--- src/spi_flash_pkg.sv ---
package spi_flash_pkg;

    // Lane width of one command byte or of the data phase
    typedef enum logic [1:0] {
        LANE_SINGLE = 2'd0,  // One bit per cycle on io0 / io1
        LANE_DUAL   = 2'd1,  // Two bits per cycle on io1:io0
        LANE_QUAD   = 2'd2,  // Four bits per cycle on io3:io0
        LANE_RSVD   = 2'd3   // Reserved, runs as single
    } lane_mode_e;

    // Command buffer size in bytes
    localparam int MAX_CMD_BYTES = 12;

    // Twelve command byte fields plus the data mode field
    localparam int LANE_FIELD_BITS = 26;

endpackage

--- src/spi_flash_sequencer.sv ---
`timescale 1ns/1ns

module spi_flash_sequencer
    import spi_flash_pkg::*;
(
    input  logic                       i_clk_spi_flash,
    input  logic                       ahbrst,
    input  logic                       i_start,
    input  logic [3:0]                 i_cmd_count,
    input  logic [8*MAX_CMD_BYTES-1:0] i_cmd_bytes,
    input  logic [LANE_FIELD_BITS-1:0] i_lane_modes,
    input  logic [23:0]                i_read_bytes,
    input  logic                       i_fifo_full,
    input  logic                       i_dma_idle,
    output logic [3:0]                 o_so,
    output logic [3:0]                 o_oen,         // Active low
    output logic                       o_csn,
    output logic                       o_clk_en,
    output logic                       o_xfer_start,  // One cycle pulse
    output logic                       o_rx_sample,
    output lane_mode_e                 o_rx_mode
);

    localparam logic [1:0] ST_IDLE = 2'd0;
    localparam logic [1:0] ST_CMD  = 2'd1;
    localparam logic [1:0] ST_READ = 2'd2;

    logic [1:0]  state;
    logic        start_q;
    logic        start_d;
    logic        start_rise;
    logic [3:0]  cmd_idx;     // Command byte being shifted
    logic [2:0]  bit_cnt;     // Bits done in the current byte
    logic [23:0] byte_cnt;    // Data bytes sampled so far
    logic [7:0]  cur_byte;
    logic [7:0]  cur_shift;
    lane_mode_e  cmd_mode;
    lane_mode_e  act_mode;
    logic [3:0]  step;
    logic [3:0]  bits_next;
    logic        byte_done;
    logic        cmd_last;
    logic        read_last;

    assign start_rise = start_q & ~start_d;
    assign cur_byte   = i_cmd_bytes[8*cmd_idx +: 8];
    assign cmd_mode   = lane_mode_e'(i_lane_modes[2*cmd_idx +: 2]);
    assign o_rx_mode  = lane_mode_e'(i_lane_modes[LANE_FIELD_BITS-1 -: 2]);
    assign act_mode   = (state == ST_CMD) ? cmd_mode : o_rx_mode;
    assign cur_shift  = cur_byte << bit_cnt;  // Next bits sit at the top

    // Bits moved per cycle with reserved treated as single
    always_comb begin
        case (act_mode)
            LANE_DUAL: step = 4'd2;
            LANE_QUAD: step = 4'd4;
            default:   step = 4'd1;
        endcase
    end

    assign bits_next = {1'b0, bit_cnt} + step;
    assign byte_done = bits_next[3];
    assign cmd_last  = byte_done && (cmd_idx == i_cmd_count - 4'd1);
    assign read_last = byte_done && (byte_cnt == i_read_bytes - 24'd1);

    assign o_csn       = (state == ST_IDLE);
    assign o_rx_sample = (state == ST_READ) && !i_fifo_full;  // Hold while FIFO is full
    assign o_clk_en    = (state == ST_CMD) || o_rx_sample;

    // MSB first onto the lanes of the current byte
    always_comb begin
        o_so  = 4'b0000;
        o_oen = 4'b1111;
        if (state == ST_CMD) begin
            case (cmd_mode)
                LANE_DUAL: begin
                    o_so[1:0] = cur_shift[7:6];
                    o_oen     = 4'b1100;
                end
                LANE_QUAD: begin
                    o_so  = cur_shift[7:4];
                    o_oen = 4'b0000;
                end
                default: begin
                    o_so[0] = cur_shift[7];
                    o_oen   = 4'b1110;
                end
            endcase
        end
    end

    always_ff @(posedge i_clk_spi_flash or negedge ahbrst) begin
        if (!ahbrst) begin
            state        <= ST_IDLE;
            start_q      <= 1'b0;
            start_d      <= 1'b0;
            o_xfer_start <= 1'b0;
            cmd_idx      <= 4'd0;
            bit_cnt      <= 3'd0;
            byte_cnt     <= 24'd0;
        end else begin
            start_q      <= i_start;
            start_d      <= start_q;
            o_xfer_start <= 1'b0;
            case (state)
                ST_IDLE: begin
                    if (start_rise && i_dma_idle) begin  // Busy write-back drops the edge
                        state        <= ST_CMD;
                        o_xfer_start <= 1'b1;
                        cmd_idx      <= 4'd0;
                        bit_cnt      <= 3'd0;
                        byte_cnt     <= 24'd0;
                    end
                end
                ST_CMD: begin
                    bit_cnt <= bits_next[2:0];  // Wraps to zero at byte end
                    if (byte_done) begin
                        cmd_idx <= cmd_idx + 4'd1;
                        if (cmd_last) begin
                            state <= (i_read_bytes == 24'd0) ? ST_IDLE : ST_READ;
                        end
                    end
                end
                ST_READ: begin
                    if (o_rx_sample) begin
                        bit_cnt <= bits_next[2:0];
                        if (byte_done) begin
                            byte_cnt <= byte_cnt + 24'd1;
                            if (read_last) begin
                                state <= ST_IDLE;
                            end
                        end
                    end
                end
                default: state <= ST_IDLE;
            endcase
        end
    end

    // Packer and DMA writer only handle whole words
    a_read_word_multiple: assert property (@(posedge i_clk_spi_flash) disable iff (!ahbrst)
        o_xfer_start |-> (i_read_bytes[1:0] == 2'b00))
        else $error("read byte count is not a multiple of 4");

    a_no_rsvd_lane: assert property (@(posedge i_clk_spi_flash) disable iff (!ahbrst)
        !o_csn |-> (act_mode != LANE_RSVD))
        else $error("reserved lane mode used while chip select is low");

endmodule

--- src/spi_flash_rx_packer.sv ---
`timescale 1ns/1ns

module spi_flash_rx_packer
    import spi_flash_pkg::*;
(
    input  logic        i_clk_spi_flash,
    input  logic        ahbrst,
    input  logic        i_xfer_start,
    input  logic        i_rx_sample,
    input  lane_mode_e  i_rx_mode,
    input  logic [3:0]  i_si,
    output logic        o_push,
    output logic [31:0] o_word
);

    logic [31:0] shift_q;
    logic [31:0] shift_d;
    logic [4:0]  bit_cnt;    // Bits collected in the current word
    logic [5:0]  bits_next;  // Bit 5 marks a full word

    // First sampled bits end up in the top byte
    always_comb begin
        case (i_rx_mode)
            LANE_DUAL: begin
                shift_d   = {shift_q[29:0], i_si[1:0]};
                bits_next = {1'b0, bit_cnt} + 6'd2;
            end
            LANE_QUAD: begin
                shift_d   = {shift_q[27:0], i_si[3:0]};
                bits_next = {1'b0, bit_cnt} + 6'd4;
            end
            default: begin
                shift_d   = {shift_q[30:0], i_si[1]};  // Single reads from io1
                bits_next = {1'b0, bit_cnt} + 6'd1;
            end
        endcase
    end

    always_ff @(posedge i_clk_spi_flash or negedge ahbrst) begin
        if (!ahbrst) begin
            bit_cnt <= 5'd0;
            o_push  <= 1'b0;
        end else begin
            o_push <= 1'b0;
            if (i_xfer_start) begin
                bit_cnt <= 5'd0;
            end else if (i_rx_sample) begin
                bit_cnt <= bits_next[4:0];
                o_push  <= bits_next[5];  // Word ready next cycle
            end
        end
    end

    always_ff @(posedge i_clk_spi_flash) begin
        if (i_rx_sample) begin
            shift_q <= shift_d;
        end
    end

    assign o_word = shift_q;  // Stable during the push cycle

endmodule

--- src/spi_flash_word_fifo.sv ---
`timescale 1ns/1ns

module spi_flash_word_fifo #(
    parameter int FIFO_DEPTH = 4
) (
    input  logic        i_clk_spi_flash,
    input  logic        ahbrst,
    input  logic        i_push,
    input  logic [31:0] i_wdata,
    input  logic        i_pop,
    output logic [31:0] o_rdata,
    output logic        o_full,
    output logic        o_empty
);

    localparam int ADDR_W = $clog2(FIFO_DEPTH);

    logic [31:0]     mem [FIFO_DEPTH];
    logic [ADDR_W:0] wr_ptr;  // Extra bit tells full from empty
    logic [ADDR_W:0] rd_ptr;

    assign o_empty = (wr_ptr == rd_ptr);
    assign o_full  = (wr_ptr[ADDR_W] != rd_ptr[ADDR_W]) &&
                     (wr_ptr[ADDR_W-1:0] == rd_ptr[ADDR_W-1:0]);
    assign o_rdata = mem[rd_ptr[ADDR_W-1:0]];  // Head word

    always_ff @(posedge i_clk_spi_flash) begin
        if (i_push && !o_full) begin
            mem[wr_ptr[ADDR_W-1:0]] <= i_wdata;
        end
    end

    always_ff @(posedge i_clk_spi_flash or negedge ahbrst) begin
        if (!ahbrst) begin
            wr_ptr <= '0;
            rd_ptr <= '0;
        end else begin
            if (i_push && !o_full) begin
                wr_ptr <= wr_ptr + 1'b1;
            end
            if (i_pop && !o_empty) begin
                rd_ptr <= rd_ptr + 1'b1;
            end
        end
    end

    // Sequencer stall must keep the packer from overrunning
    a_no_overflow: assert property (@(posedge i_clk_spi_flash) disable iff (!ahbrst)
        i_push |-> !o_full)
        else $error("word FIFO push while full");

    a_no_underflow: assert property (@(posedge i_clk_spi_flash) disable iff (!ahbrst)
        i_pop |-> !o_empty)
        else $error("word FIFO pop while empty");

endmodule

--- src/spi_flash_dma_writer.sv ---
`timescale 1ns/1ns

module spi_flash_dma_writer #(
    parameter int BUS_CREDITS = 2
) (
    input  logic        i_clk_spi_flash,
    input  logic        ahbrst,
    input  logic        i_xfer_start,
    input  logic [31:0] i_dma_base,
    input  logic [23:0] i_read_bytes,
    input  logic        i_empty,
    input  logic [31:0] i_rdata,
    input  logic        i_bus_credit,
    output logic        o_pop,
    output logic        o_bus_valid,
    output logic [31:0] o_bus_addr,
    output logic [31:0] o_bus_data,
    output logic        o_irq,
    output logic        o_idle
);

    localparam int CRED_W = $clog2(BUS_CREDITS + 2);  // Room to catch an overflow

    logic [CRED_W-1:0] credits;
    logic [31:0]       addr_q;
    logic [21:0]       word_cnt;     // Words issued this transaction
    logic [21:0]       word_target;
    logic              started;
    logic              send;

    assign word_target = i_read_bytes[23:2];
    assign send        = (credits != '0) && !i_empty;  // Earliest possible cycle
    assign o_bus_valid = send;
    assign o_pop       = send;
    assign o_bus_addr  = addr_q;
    assign o_bus_data  = i_rdata;
    assign o_idle      = o_irq || !started;

    always_ff @(posedge i_clk_spi_flash or negedge ahbrst) begin
        if (!ahbrst) begin
            credits <= CRED_W'(BUS_CREDITS);
        end else begin
            case ({send, i_bus_credit})
                2'b10:   credits <= credits - 1'b1;
                2'b01:   credits <= credits + 1'b1;
                default: credits <= credits;  // Send and return cancel
            endcase
        end
    end

    always_ff @(posedge i_clk_spi_flash or negedge ahbrst) begin
        if (!ahbrst) begin
            started  <= 1'b0;
            word_cnt <= 22'd0;
            o_irq    <= 1'b0;
        end else if (i_xfer_start) begin
            started  <= 1'b1;
            word_cnt <= 22'd0;
            o_irq    <= (word_target == 22'd0);  // Nothing to write back
        end else if (send) begin
            word_cnt <= word_cnt + 22'd1;
            if (word_cnt + 22'd1 == word_target) begin
                o_irq <= 1'b1;
            end
        end
    end

    always_ff @(posedge i_clk_spi_flash) begin
        if (i_xfer_start) begin
            addr_q <= i_dma_base;
        end else if (send) begin
            addr_q <= addr_q + 32'd4;  // Next word address
        end
    end

    a_credit_limit: assert property (@(posedge i_clk_spi_flash) disable iff (!ahbrst)
        credits <= CRED_W'(BUS_CREDITS))
        else $error("bus sink returned more credits than were issued");

endmodule

--- src/spi_flash_ctrl.sv ---
`timescale 1ns/1ns

module spi_flash_ctrl
    import spi_flash_pkg::*;
#(
    parameter int FIFO_DEPTH  = 4,
    parameter int BUS_CREDITS = 2
) (
    input  logic                       i_clk_spi_flash,
    input  logic                       ahbrst,
    input  logic                       i_start,
    input  logic [3:0]                 i_cmd_count,
    input  logic [8*MAX_CMD_BYTES-1:0] i_cmd_bytes,
    input  logic [LANE_FIELD_BITS-1:0] i_lane_modes,
    input  logic [23:0]                i_read_bytes,
    input  logic [31:0]                i_dma_base,
    output logic [3:0]                 o_so,
    output logic [3:0]                 o_oen,
    output logic                       o_csn,
    output logic                       o_clk_en,
    input  logic [3:0]                 i_si,
    output logic                       o_bus_valid,
    output logic [31:0]                o_bus_addr,
    output logic [31:0]                o_bus_data,
    input  logic                       i_bus_credit,
    output logic                       o_irq
);

    logic        xfer_start;
    logic        rx_sample;
    lane_mode_e  rx_mode;
    logic        push;
    logic [31:0] word;
    logic        fifo_full;
    logic        fifo_empty;
    logic [31:0] fifo_rdata;
    logic        pop;
    logic        dma_idle;

    spi_flash_sequencer u_sequencer (
        .i_clk_spi_flash (i_clk_spi_flash),
        .ahbrst          (ahbrst),
        .i_start         (i_start),
        .i_cmd_count     (i_cmd_count),
        .i_cmd_bytes     (i_cmd_bytes),
        .i_lane_modes    (i_lane_modes),
        .i_read_bytes    (i_read_bytes),
        .i_fifo_full     (fifo_full),
        .i_dma_idle      (dma_idle),
        .o_so            (o_so),
        .o_oen           (o_oen),
        .o_csn           (o_csn),
        .o_clk_en        (o_clk_en),
        .o_xfer_start    (xfer_start),
        .o_rx_sample     (rx_sample),
        .o_rx_mode       (rx_mode)
    );

    spi_flash_rx_packer u_rx_packer (
        .i_clk_spi_flash (i_clk_spi_flash),
        .ahbrst          (ahbrst),
        .i_xfer_start    (xfer_start),
        .i_rx_sample     (rx_sample),
        .i_rx_mode       (rx_mode),
        .i_si            (i_si),
        .o_push          (push),
        .o_word          (word)
    );

    spi_flash_word_fifo #(
        .FIFO_DEPTH (FIFO_DEPTH)
    ) u_word_fifo (
        .i_clk_spi_flash (i_clk_spi_flash),
        .ahbrst          (ahbrst),
        .i_push          (push),
        .i_wdata         (word),
        .i_pop           (pop),
        .o_rdata         (fifo_rdata),
        .o_full          (fifo_full),
        .o_empty         (fifo_empty)
    );

    spi_flash_dma_writer #(
        .BUS_CREDITS (BUS_CREDITS)
    ) u_dma_writer (
        .i_clk_spi_flash (i_clk_spi_flash),
        .ahbrst          (ahbrst),
        .i_xfer_start    (xfer_start),
        .i_dma_base      (i_dma_base),
        .i_read_bytes    (i_read_bytes),
        .i_empty         (fifo_empty),
        .i_rdata         (fifo_rdata),
        .i_bus_credit    (i_bus_credit),
        .o_pop           (pop),
        .o_bus_valid     (o_bus_valid),
        .o_bus_addr      (o_bus_addr),
        .o_bus_data      (o_bus_data),
        .o_irq           (o_irq),
        .o_idle          (dma_idle)
    );

endmodule

--- config.mk ---
export PLATFORM = sky130hd
export DESIGN_NAME = spi_flash_ctrl
export DESIGN_NICKNAME = d
export VERILOG_FILES = /design/src/spi_flash_pkg.sv /design/src/spi_flash_sequencer.sv /design/src/spi_flash_rx_packer.sv /design/src/spi_flash_word_fifo.sv /design/src/spi_flash_dma_writer.sv /design/src/spi_flash_ctrl.sv
export SDC_FILE = /design/constraint.sdc
export NUM_CORES = 1
export LEC_CHECK = 0
export ABC_CLOCK_PERIOD_IN_PS = 12100
export BUFFER_PORTS_ARGS = -buffer_cell sky130_fd_sc_hd__buf_4
export CAP_MARGIN = 10
export CORE_MARGIN = 8
export CORE_UTILIZATION = 34
export DETAILED_ROUTE_END_ITERATION = 7
export MAX_ROUTING_LAYER = met4
export SETUP_SLACK_MARGIN = 0.05
export SLEW_MARGIN = 40
export SYNTH_ARGS = -nofsm -noshare
export SYNTH_HDL_FRONTEND = slang
export SYNTH_SLANG_ARGS = --single-unit
--- constraint.sdc ---
create_clock -name i_clk_spi_flash -period 12.1 [get_ports i_clk_spi_flash]
set_clock_uncertainty 0.2 [all_clocks]
set_input_delay 2.42 -clock i_clk_spi_flash [delete_from_list [all_inputs] [get_ports i_clk_spi_flash]]
set_output_delay 2.42 -clock i_clk_spi_flash [all_outputs]
set_load 0.05 [all_outputs]
Word-level counts from Yosys, hierarchy flattened
Memories as Yosys holds them, arrays and structs flattened. Cells that the tools add are included.

Add/subtract/negate cells: 14. Equality and inequality tests: 22. Shift operators: 3. Multiplexer cells: 44. Bitwise gates (word level): 2. Reduce and logical (&&, ||, !) cells: 29.

Operators with widths (number): $shiftx 96x8->8 (1); $mux 24 (3); $mux 32 (2); $pmux 32 s2 (1); $pmux 24 s2 (1); $mux 22 (2); $add 32x3->32 const B (1); $shiftx 26x6->2 (1); $add 24x1->24 const B (1); $eq 24x24->1 (1); $logic_not 24->1 (1); $sub 24x1->24 const B (1); $add 22x1->22 const B (1); $eq 22x22->1 (1); $logic_not 22->1 (1); $mux 2 (9); $mux 4 (4); $pmux 4 s2 (2); $reduce_bool 2->1 (7); $ne 2x1->1 const B (6); $pmux 6 s2 (1); $eq 2x1->1 const B (5); $eq 2x2->1 const B (5); $mux 5 (2); other kinds (32) (54).

Register bits after elaboration: 138. Memory bits (writable): 128. Output and inout bits: 76. Memories: 1.

Memories: u_word_fifo.mem (depth 4, bits a word 32, rd ports 1, clocked after Yosys merged registers in 0, wr ports 1, RTL line spi_flash_word_fifo.sv:18) `logic [31:0] mem [FIFO_DEPTH];`.

Logic depth before layout (Yosys ltp)
Gate-level depths: netlist (run 1).

Depth in word-level cells: 10. Depth in mapped cells: 20. Gate-level depth less buffers: 16.

Hierarchy
From an unflattened synthesis (run 1), not the netlist that was laid out.

Cell total of the unflattened synthesis: 1341. Area, all modules: 15533.6 µm².

By module, submodules not included: spi_flash_word_fifo (times used 1, cells each 216, area each 5136.2 µm²); spi_flash_sequencer (times used 1, cells each 477, area each 4201.5 µm²); spi_flash_dma_writer (times used 1, cells each 450, area each 4111.4 µm²); spi_flash_rx_packer (times used 1, cells each 198, area each 2084.5 µm²).

Worst setup path before layout (run 1)
No wires, ideal clock.

Path type: input-to-output. From: in i_lane_modes[6]. To: out o_so[1]. Arrival: 4885 ps. Data required time: 9480 ps. Setup slack: 4595 ps. Cell stages on the path: 9. Cell sequence: mux4_2 -> and2_1 -> a211oi_1 -> a21oi_1 -> inv_1 -> ha_1 -> inv_1 -> nand2_1 -> a21oi_1.

Longest elaborated chain between the ends: 4. Elaborated cells on any way between the ends: 5. Those cells by class: 2 x eq/ne; 1 x shift; 2 x mux.

Ends and longest elaborated chain: start: declaration (RTL line spi_flash_ctrl.sv:14) `input logic [LANE_FIELD_BITS-1:0] i_lane_modes,`; $shiftx 26x6->2 (*) (RTL line spi_flash_sequencer.sv:47) `assign cmd_mode = lane_mode_e'(i_lane_modes[2*cmd_idx +: 2]);`; $eq 2x2->1 or $eq 2x1->1 (tied branches) (RTL line spi_flash_sequencer.sv:75) `case (cmd_mode)`; $pmux 1 s2 (*) (RTL line spi_flash_sequencer.sv:75); $mux 4 (*) (RTL line spi_flash_sequencer.sv:74) `if (state == ST_CMD) begin`; end: declaration (RTL line spi_flash_ctrl.sv:17) `output logic [3:0] o_so,`.

Every way passes the cells marked *; elsewhere a longest branch is shown, timed or not.

Worst setup path in the final report (run 1)
From: in i_lane_modes[6]. To: out o_so[0].

Same word-level chain as after synthesis.

==> results of run 1 <==
cell usage after synthesis (7+ instances only):
master	instances	area share [%]
sky130_fd_sc_hd__edfxtp_1	192	39
sky130_fd_sc_hd__nand2_1	152	3.9
sky130_fd_sc_hd__o21ai_0	106	3.6
sky130_fd_sc_hd__dfrtp_1	73	12
sky130_fd_sc_hd__nor2_1	73	1.9
sky130_fd_sc_hd__xor2_1	70	4.2
sky130_fd_sc_hd__mux4_2	63	9.6
sky130_fd_sc_hd__xnor2_1	61	3.6
sky130_fd_sc_hd__clkbuf_1	51	1.3
sky130_fd_sc_hd__nand3_1	40	1.4
sky130_fd_sc_hd__a22oi_1	36	1.8
sky130_fd_sc_hd__inv_1	33	0.84
sky130_fd_sc_hd__a21oi_1	31	1.1
sky130_fd_sc_hd__ha_1	30	2.5
sky130_fd_sc_hd__nor3_1	23	0.78
sky130_fd_sc_hd__and3_1	21	0.89
sky130_fd_sc_hd__mux2i_1	21	1.4
sky130_fd_sc_hd__nand4_1	21	0.89
sky130_fd_sc_hd__or3_1	17	0.72
sky130_fd_sc_hd__buf_1	12	0.31
sky130_fd_sc_hd__nor2b_1	12	0.51
sky130_fd_sc_hd__and2_1	10	0.42
sky130_fd_sc_hd__buf_2	9	0.31
sky130_fd_sc_hd__nor4_1	8	0.34
sky130_fd_sc_hd__nor3b_1	7	0.36
per-stage QoR:
step | instance area, um^2 | cells | utilization, %
6_report | 18400 | 2116 | 42.7
3_5_place_dp | 17300 | 2058 | 40.2
4_1_cts | 18400 | 2114 | 42.7
5_1_grt | 18400 | 2116 | 42.7
2_1_floorplan | 14800 | 1270 | -
3_3_place_gp | 17300 | 2058 | 40.2
worst paths after layout:
path | start | slack [ns] | endpoint
max | i_lane_modes[6] | 4.79 | o_so[0]
min | u_sequencer.start_q | 0.17 | u_sequencer.start_d
max reg2reg | u_sequencer.cmd_idx[0] | 6.83 | u_sequencer.state[1]
min reg2reg | u_sequencer.start_q | 0.17 | u_sequencer.start_d
max in group asynchronous | ahbrst | 9.10 | u_sequencer.cmd_idx[0]
min in group asynchronous | ahbrst | 1.58 | u_dma_writer.word_cnt[17]
worst max-delay path, stage by stage:
cell	delay (ns)
sky130_fd_sc_hd__buf_4	0.11
sky130_fd_sc_hd__mux4_2	0.44
sky130_fd_sc_hd__and2_1	0.16
sky130_fd_sc_hd__a211oi_1	0.25
sky130_fd_sc_hd__a21oi_1	0.14
sky130_fd_sc_hd__inv_1	0.13
sky130_fd_sc_hd__ha_1	0.25
sky130_fd_sc_hd__nand2_1	0.07
sky130_fd_sc_hd__nor4_1	0.26
sky130_fd_sc_hd__a311oi_1	0.08
sky130_fd_sc_hd__a21oi_1	0.16
sky130_fd_sc_hd__buf_4	0.22
metal layers:
metal / wire (um) / GRT usage (%)
met4: 609 / 3.33
met5: 0 / -
met1: 16700 / 18.9
met3: 2110 / 2.94
met2: 19800 / 27.3
power groups by stage:
stage | logic, uW | registers (uW) | clock network, uW
final | 1730 | 1380 | 971
after global placement | 1730 | 1380 | 0
after detailed placement | 1750 | 1390 | 0
after global routing | 1870 | 1400 | 1040
after floorplan | 1080 | 1520 | 0
after CTS | 1760 | 1370 | 1000
registers in the layout (all words and copies together) (netlist names), 4 cells and up:
| register | cells |
|---|---|
| u_sequencer.byte_cnt | 24 |
| u_rx_packer.bit_cnt | 5 |
| u_rx_packer.o_word | 32 |
| u_word_fifo.mem | 128 |
| u_dma_writer.word_cnt | 22 |
| u_sequencer.cmd_idx | 4 |
| u_dma_writer.o_bus_addr | 32 |
cells by family (layout without fill, tap and decap cells):
group | count (synthesis) | in the layout | share of synthesized area [%]
AOI/OAI and AO/OA | 221 | 221 | 9.02
muxes | 92 | 92 | 11.7
adders and majority gates | 31 | 31 | 2.68
and+or+nand+nor | 417 | 417 | 14.2
other | 0 | 2 | 0
buffers and inverters | 112 | 371 | 3.06
xor gates and xnor gates | 131 | 131 | 7.78
DFF | 266 | 266 | 51.6
final cells by class:
class	instances	area, um^2	area share, %
inverters	35	131	0.715
clock buffers	34	787	4.28
well taps	585	732	3.98
multi-input cells	892	6710	36.5
diodes	2	5.00	0.0272
clock inverters	22	275	1.50
repair buffers	280	2110	11.5
flip-flops and latches	266	7620	41.5
==> summary.md, run 1 <==
| Metric | Value |
|---|---|
| Outcome | `complete, no violations` |
| Switching share of power | `40.9%` |
| Final max-slew violation count | `0` |
| Buffers from clock root to sink, at most | `3` |
| Number of cell instances on the worst register-to-register path | `17` |
| Via count of the first global-routing pass | `11300` |
| Clock-pin transition on the worst setup and hold timing paths | `~0.060 ns` |
| Share of flip-flops with an asynchronous set or reset after synthesis | `27.8%` |
| Detailed Place HPWL | `27700 um` |
| Reported leakage power | `0.00691 uW` |
| Average footprint of a synthesized cell | `11.6 um^2` |
| Min cycle time layout | `roughly 7.3 ns` |
| Number of levels the H-tree was split into | `1` |
| Total power draw | `4080 uW` |
| Number of vias per cell | `5.14` |
| Number of DRC markers in iteration 0 | `669` |
| Transition at the pin with the smallest max-transition slack | `0.774 ns` |
| Number of enable flip-flop cells after synthesis | `192` |
| Wire length of the first global-routing pass | `62100 um` |
| Floorplan die width | `224 um` |
| TritonCTS Sinks | `~270` |
| Critical path class | `input port to output port` |
| Switching power | `1670 uW` |
| Ys Warns | `0` |
| Slew Limit Headroom | `approximately half` |
| Number of cells produced by synthesis | `1270` |
| Clock tree from TritonCTS | `done` |
| Nature of the critical path endpoint | `output port` |
| Area of the mapped netlist | `14800 um^2` |
| Num CTS Buffers | `30` |
| Setup TNS after final layout | `0 ns` |
| Clock latency reported for the late side of the worst-skew pair | `0.59 ns` |
| Vias | `10900` |
| Overall global routing resource usage | `15.7%` |
| Period Utilization, post-route | `between 60% and 70%` |
| Pin count of the biggest net entering global routing | `94` |
| Endpoint arrival time on the critical path | `about 4.7 ns` |
| Number of distinct library cells after synthesis | `64` |
| Layout cells sized above 1 | `~28%` |
| Internal | `between 2000 and 2500 uW` |
| Commonest non-fill, non-tap cells in the layout | `sky130_fd_sc_hd__buf_4, sky130_fd_sc_hd__edfxtp_1, sky130_fd_sc_hd__nand2_1` |
| Power share of the clock group | `23.8%` |
| Ys flop type | `sky130_fd_sc_hd__edfxtp_1` |
| Routed Wire Length | `39200 um` |
| Antenna-violating nets left | `0` |
| # hold bufs at CTS | `0` |
| Highest attainable clock frequency | `137 MHz` |
| Number of nets produced by synthesis | `approximately 1500` |
| Number of synthesized register bits | `266` |
| Filler cell count in the final layout | `just over 4000` |
| PortBufs | `265` |
| Sequential element share of the synthesized area | `51.6%` |
| Kind of path behind the tightest hold check | `register to register` |
| Count of TritonRoute iterations in the first routing pass | `5` |
| Part of the power in registers | `~34%` |
| Number of cells on the worst hold path | `0` |
| Max FO, Critical Path | `5` |
| Number of design rule violations left after detail routing | `0` |
| Number of nets in the layout | `roughly 1700` |
| Final setup viols | `0` |
| Initial cell density of the core | `34.3%` |
| Final worst setup slack | `4.79 ns` |
| Count of cells resized by post-cts repair | `0` |
| Worst VDD drop | `0.154 mV` |
| Fin Hold WS | `between 0.15 and 0.2 ns` |
| Average wire per standard cell | `18.5 um` |
| Grt ovf | `0` |
| DP Worst Slack | `4.78 ns` |
| Die ar. | `~50000 um^2` |
| Placeable core region | `43000 um^2` |
| CTS root buffer | `sky130_fd_sc_hd__clkbuf_16` |
| Data required time at the worst endpoint | `9.48 ns` |
| Post-CTS setup-driven buffer insertion count | `0` |
| Unrepaired setup endpoints after global routing | `no` |
| Power density over the cells | `222 nW/um^2` |
| Routability cong. | `roughly 0.86` |
| Type of origin of the critical path | `input port` |
| Number of antenna violations at the first check in global routing | `2` |
| # Max-Cap Violations | `0` |
| Vertical die dimension | `224 um` |
| Most frequent standard cell in the layout excluding fill and tap cells | `sky130_fd_sc_hd__buf_4` |
| Row count | `between 70 and 80` |
| Final-report hold violation count | `0` |
| Combinational share of power | `between 40% and 50%` |
| Area overhead of the layout relative to synthesis | `24.5%` |
| Ports | `roughly 270` |
Power figures use the tool's default switching activity.
==> run 2: changes to the inputs <==
Settings changed: ABC_CLOCK_PERIOD_IN_PS 12100 to 7500.
Clock period 12.1 ns to 7.5 ns, I/O delays scaled along.
==> summary.md, run 2 (synthesized netlist as in run 1, its figures left out) <==
| Metric | Value |
|---|---|
| Clock latency reported for the late side of the worst-skew pair | `0.58 ns (was 0.59 ns)` |
| Floorplan die width | `224 um (unchanged)` |
| Number of vias per cell | `5.17 (was 5.14)` |
| Final setup viols | `0 (unchanged)` |
| Setup TNS after final layout | `0 ns (unchanged)` |
| Grt ovf | `0 (unchanged)` |
| Via count of the first global-routing pass | `11400 (was 11300)` |
| Endpoint arrival time on the critical path | `3.83 ns (was 4.69 ns)` |
| Highest attainable clock frequency | `181 MHz` |
| Layout cells sized above 1 | `27.8% (about the same)` |
| Area of the multi-input gates | `6720 um^2 (was 6710 um^2)` |
| Post-route cell area | `18400 um^2 (about the same)` |
| Fin Hold WS | `0.165 ns (was 0.171 ns)` |
| CTS root buffer | `sky130_fd_sc_hd__clkbuf_16 (unchanged)` |
| Unrepaired setup endpoints after global routing | `no (unchanged)` |
| # hold bufs at CTS | `0 (unchanged)` |
| Average wire per standard cell | `18.4 um (was 18.5 um)` |
| Slew Limit Headroom | `50.1% (was 48.4%)` |
| Placeable core region | `43000 um^2 (unchanged)` |
| Filler cell count in the final layout | `4046 (was 4115)` |
| Transition at the pin with the smallest max-transition slack | `0.747 ns (was 0.774 ns)` |
| Number of antenna violations at the first check in global routing | `3 (was 2)` |
| TritonCTS Sinks | `266 (unchanged)` |
| Wire length of the first global-routing pass | `61800 um (was 62100 um)` |
| Area overhead of the layout relative to synthesis | `24.9% (was 24.5%)` |
| Max FFs per register | `128 (unchanged)` |
| Initial cell density of the core | `34.3% (unchanged)` |
| Final max-slew violation count | `0 (unchanged)` |
| Ports | `266 (unchanged)` |
| Count of TritonRoute iterations in the first routing pass | `5 (unchanged)` |
| Number of DRC markers in iteration 0 | `711 (was 669)` |
| Routed Wire Length | `38900 um (was 39200 um)` |
| Number of design rule violations left after detail routing | `0 (unchanged)` |
| Num CTS Buffers | `30 (unchanged)` |
| Cell area after placement | `17300 um^2 (about the same)` |
| Antenna-violating nets left | `0 (unchanged)` |
| Nature of the critical path endpoint | `output port (unchanged)` |
| Count of cells resized by post-cts repair | `0 (unchanged)` |
| Number of nets in the layout | `1725 (was 1726)` |
| Pin count of the biggest net entering global routing | `94 (unchanged)` |
| Outcome | `complete, no violations (unchanged)` |
| Commonest non-fill, non-tap cells in the layout | `sky130_fd_sc_hd__buf_4, sky130_fd_sc_hd__edfxtp_1, sky130_fd_sc_hd__nand2_1 (unchanged)` |
| Final-report hold violation count | `0 (unchanged)` |
| Clock tree from TritonCTS | `done (unchanged)` |
| Buffers from clock root to sink, at most | `3 (unchanged)` |
| Most frequent standard cell in the layout excluding fill and tap cells | `sky130_fd_sc_hd__buf_4 (unchanged)` |
| Final core area utilization | `42.9% (was 42.7%)` |
| PortBufs | `265 (unchanged)` |
| Worst VDD drop | `0.272 mV (was 0.154 mV)` |
| Period Utilization, post-route | `73.7%` |
| Reported leakage power | `0.00693 uW (was 0.00691 uW)` |
| Kind of path behind the tightest hold check | `register to register (unchanged)` |
| Power density over the cells | `359 nW/um^2 (was 222 nW/um^2)` |
| Number of levels the H-tree was split into | `1 (unchanged)` |
| Overall global routing resource usage | `15.7% (about the same)` |
| Max FO, Critical Path | `21 (was 5)` |
| Die ar. | `50300 um^2 (unchanged)` |
| Critical path class | `register to output port (was input port to output port)` |
| Internal reg-to-reg setup slack | `2.64 ns (was 6.83 ns)` |
| Vias | `10900 (about the same)` |
| Vertical die dimension | `224 um (unchanged)` |
| Type of origin of the critical path | `register (was input port)` |
| Detailed Place HPWL | `27800 um (was 27700 um)` |
| Clock-pin transition on the worst setup and hold timing paths | `0.06 ns (about the same)` |
| Min cycle time layout | `~5.5 ns` |
| # Max-Cap Violations | `0 (unchanged)` |
| Sequential cell area | `7620 um^2 (unchanged)` |
| Row count | `76 (unchanged)` |
| Post-CTS setup-driven buffer insertion count | `0 (unchanged)` |
| Routability cong. | `0.869 (was 0.863)` |
| Data required time at the worst endpoint | `5.80 ns (was 9.48 ns)` |
==> run 2: metal layers <==
metal / vias to the layer above / GRT usage (%) / routed length [um]
li1: 5180 / - / -
met1: 5322 / 18.9 / 16300
met2: 384 / 26.7 / 19300
met3: 57 / 3.02 / 2350
met4: 0 / 4.28 / 945
met5: - / - / 0
==> run 2: through the flow <==
stage / instances / total power [uW] / setup WS [ns]
after floorplan: 1270 / 4200 / 1.84
after global placement: 2057 / 5030 / 1.69
after detailed placement: 2057 / 5070 / 1.60
after CTS: 2113 / 6710 / 1.88
after global routing: 2116 / 7010 / 1.67
final: 2116 / 6620 / 1.97
==> run 2: report_power, final <==
part           internal (uW)  switching [uW]
clock network            998             618
logic                   1020            1760
registers               1940             296
total                   3950            2670
==> run 2: final cells by class <==
type | count | area share, %
antenna | 3 | 0.0407
clock buffer | 36 | 4.47
clock inverter | 20 | 1.60
inverter | 35 | 0.713
multi-input combinational | 892 | 36.4
sequential | 266 | 41.4
tap | 585 | 3.97
timing repair buffer | 279 | 11.4
==> run 2: worst paths after layout <==
path | cells after the start | endpoint | startpoint
worst max-delay path | 9 | o_so[2] | u_sequencer.cmd_idx[0]
worst min-delay path | 0 | u_sequencer.start_d | u_sequencer.start_q
worst max register to register | 16 | u_sequencer.state[0] | u_sequencer.cmd_idx[0]
worst min register to register | 0 | u_sequencer.start_d | u_sequencer.start_q
max in group asynchronous | 1 | u_sequencer.cmd_idx[0] | ahbrst
min in group asynchronous | 1 | u_dma_writer.word_cnt[18] | ahbrst
==> run 2: worst max-delay path, cell delays in order (launching register included) <==
cell	delay (ns)
sky130_fd_sc_hd__dfrtp_2	0.67
sky130_fd_sc_hd__buf_4	0.44
sky130_fd_sc_hd__mux4_2	0.54
sky130_fd_sc_hd__mux2i_1	0.33
sky130_fd_sc_hd__o21ai_0	0.19
sky130_fd_sc_hd__o21ai_0	0.29
sky130_fd_sc_hd__mux2i_1	0.13
sky130_fd_sc_hd__mux2_2	0.28
sky130_fd_sc_hd__and3_1	0.19
sky130_fd_sc_hd__buf_4	0.19
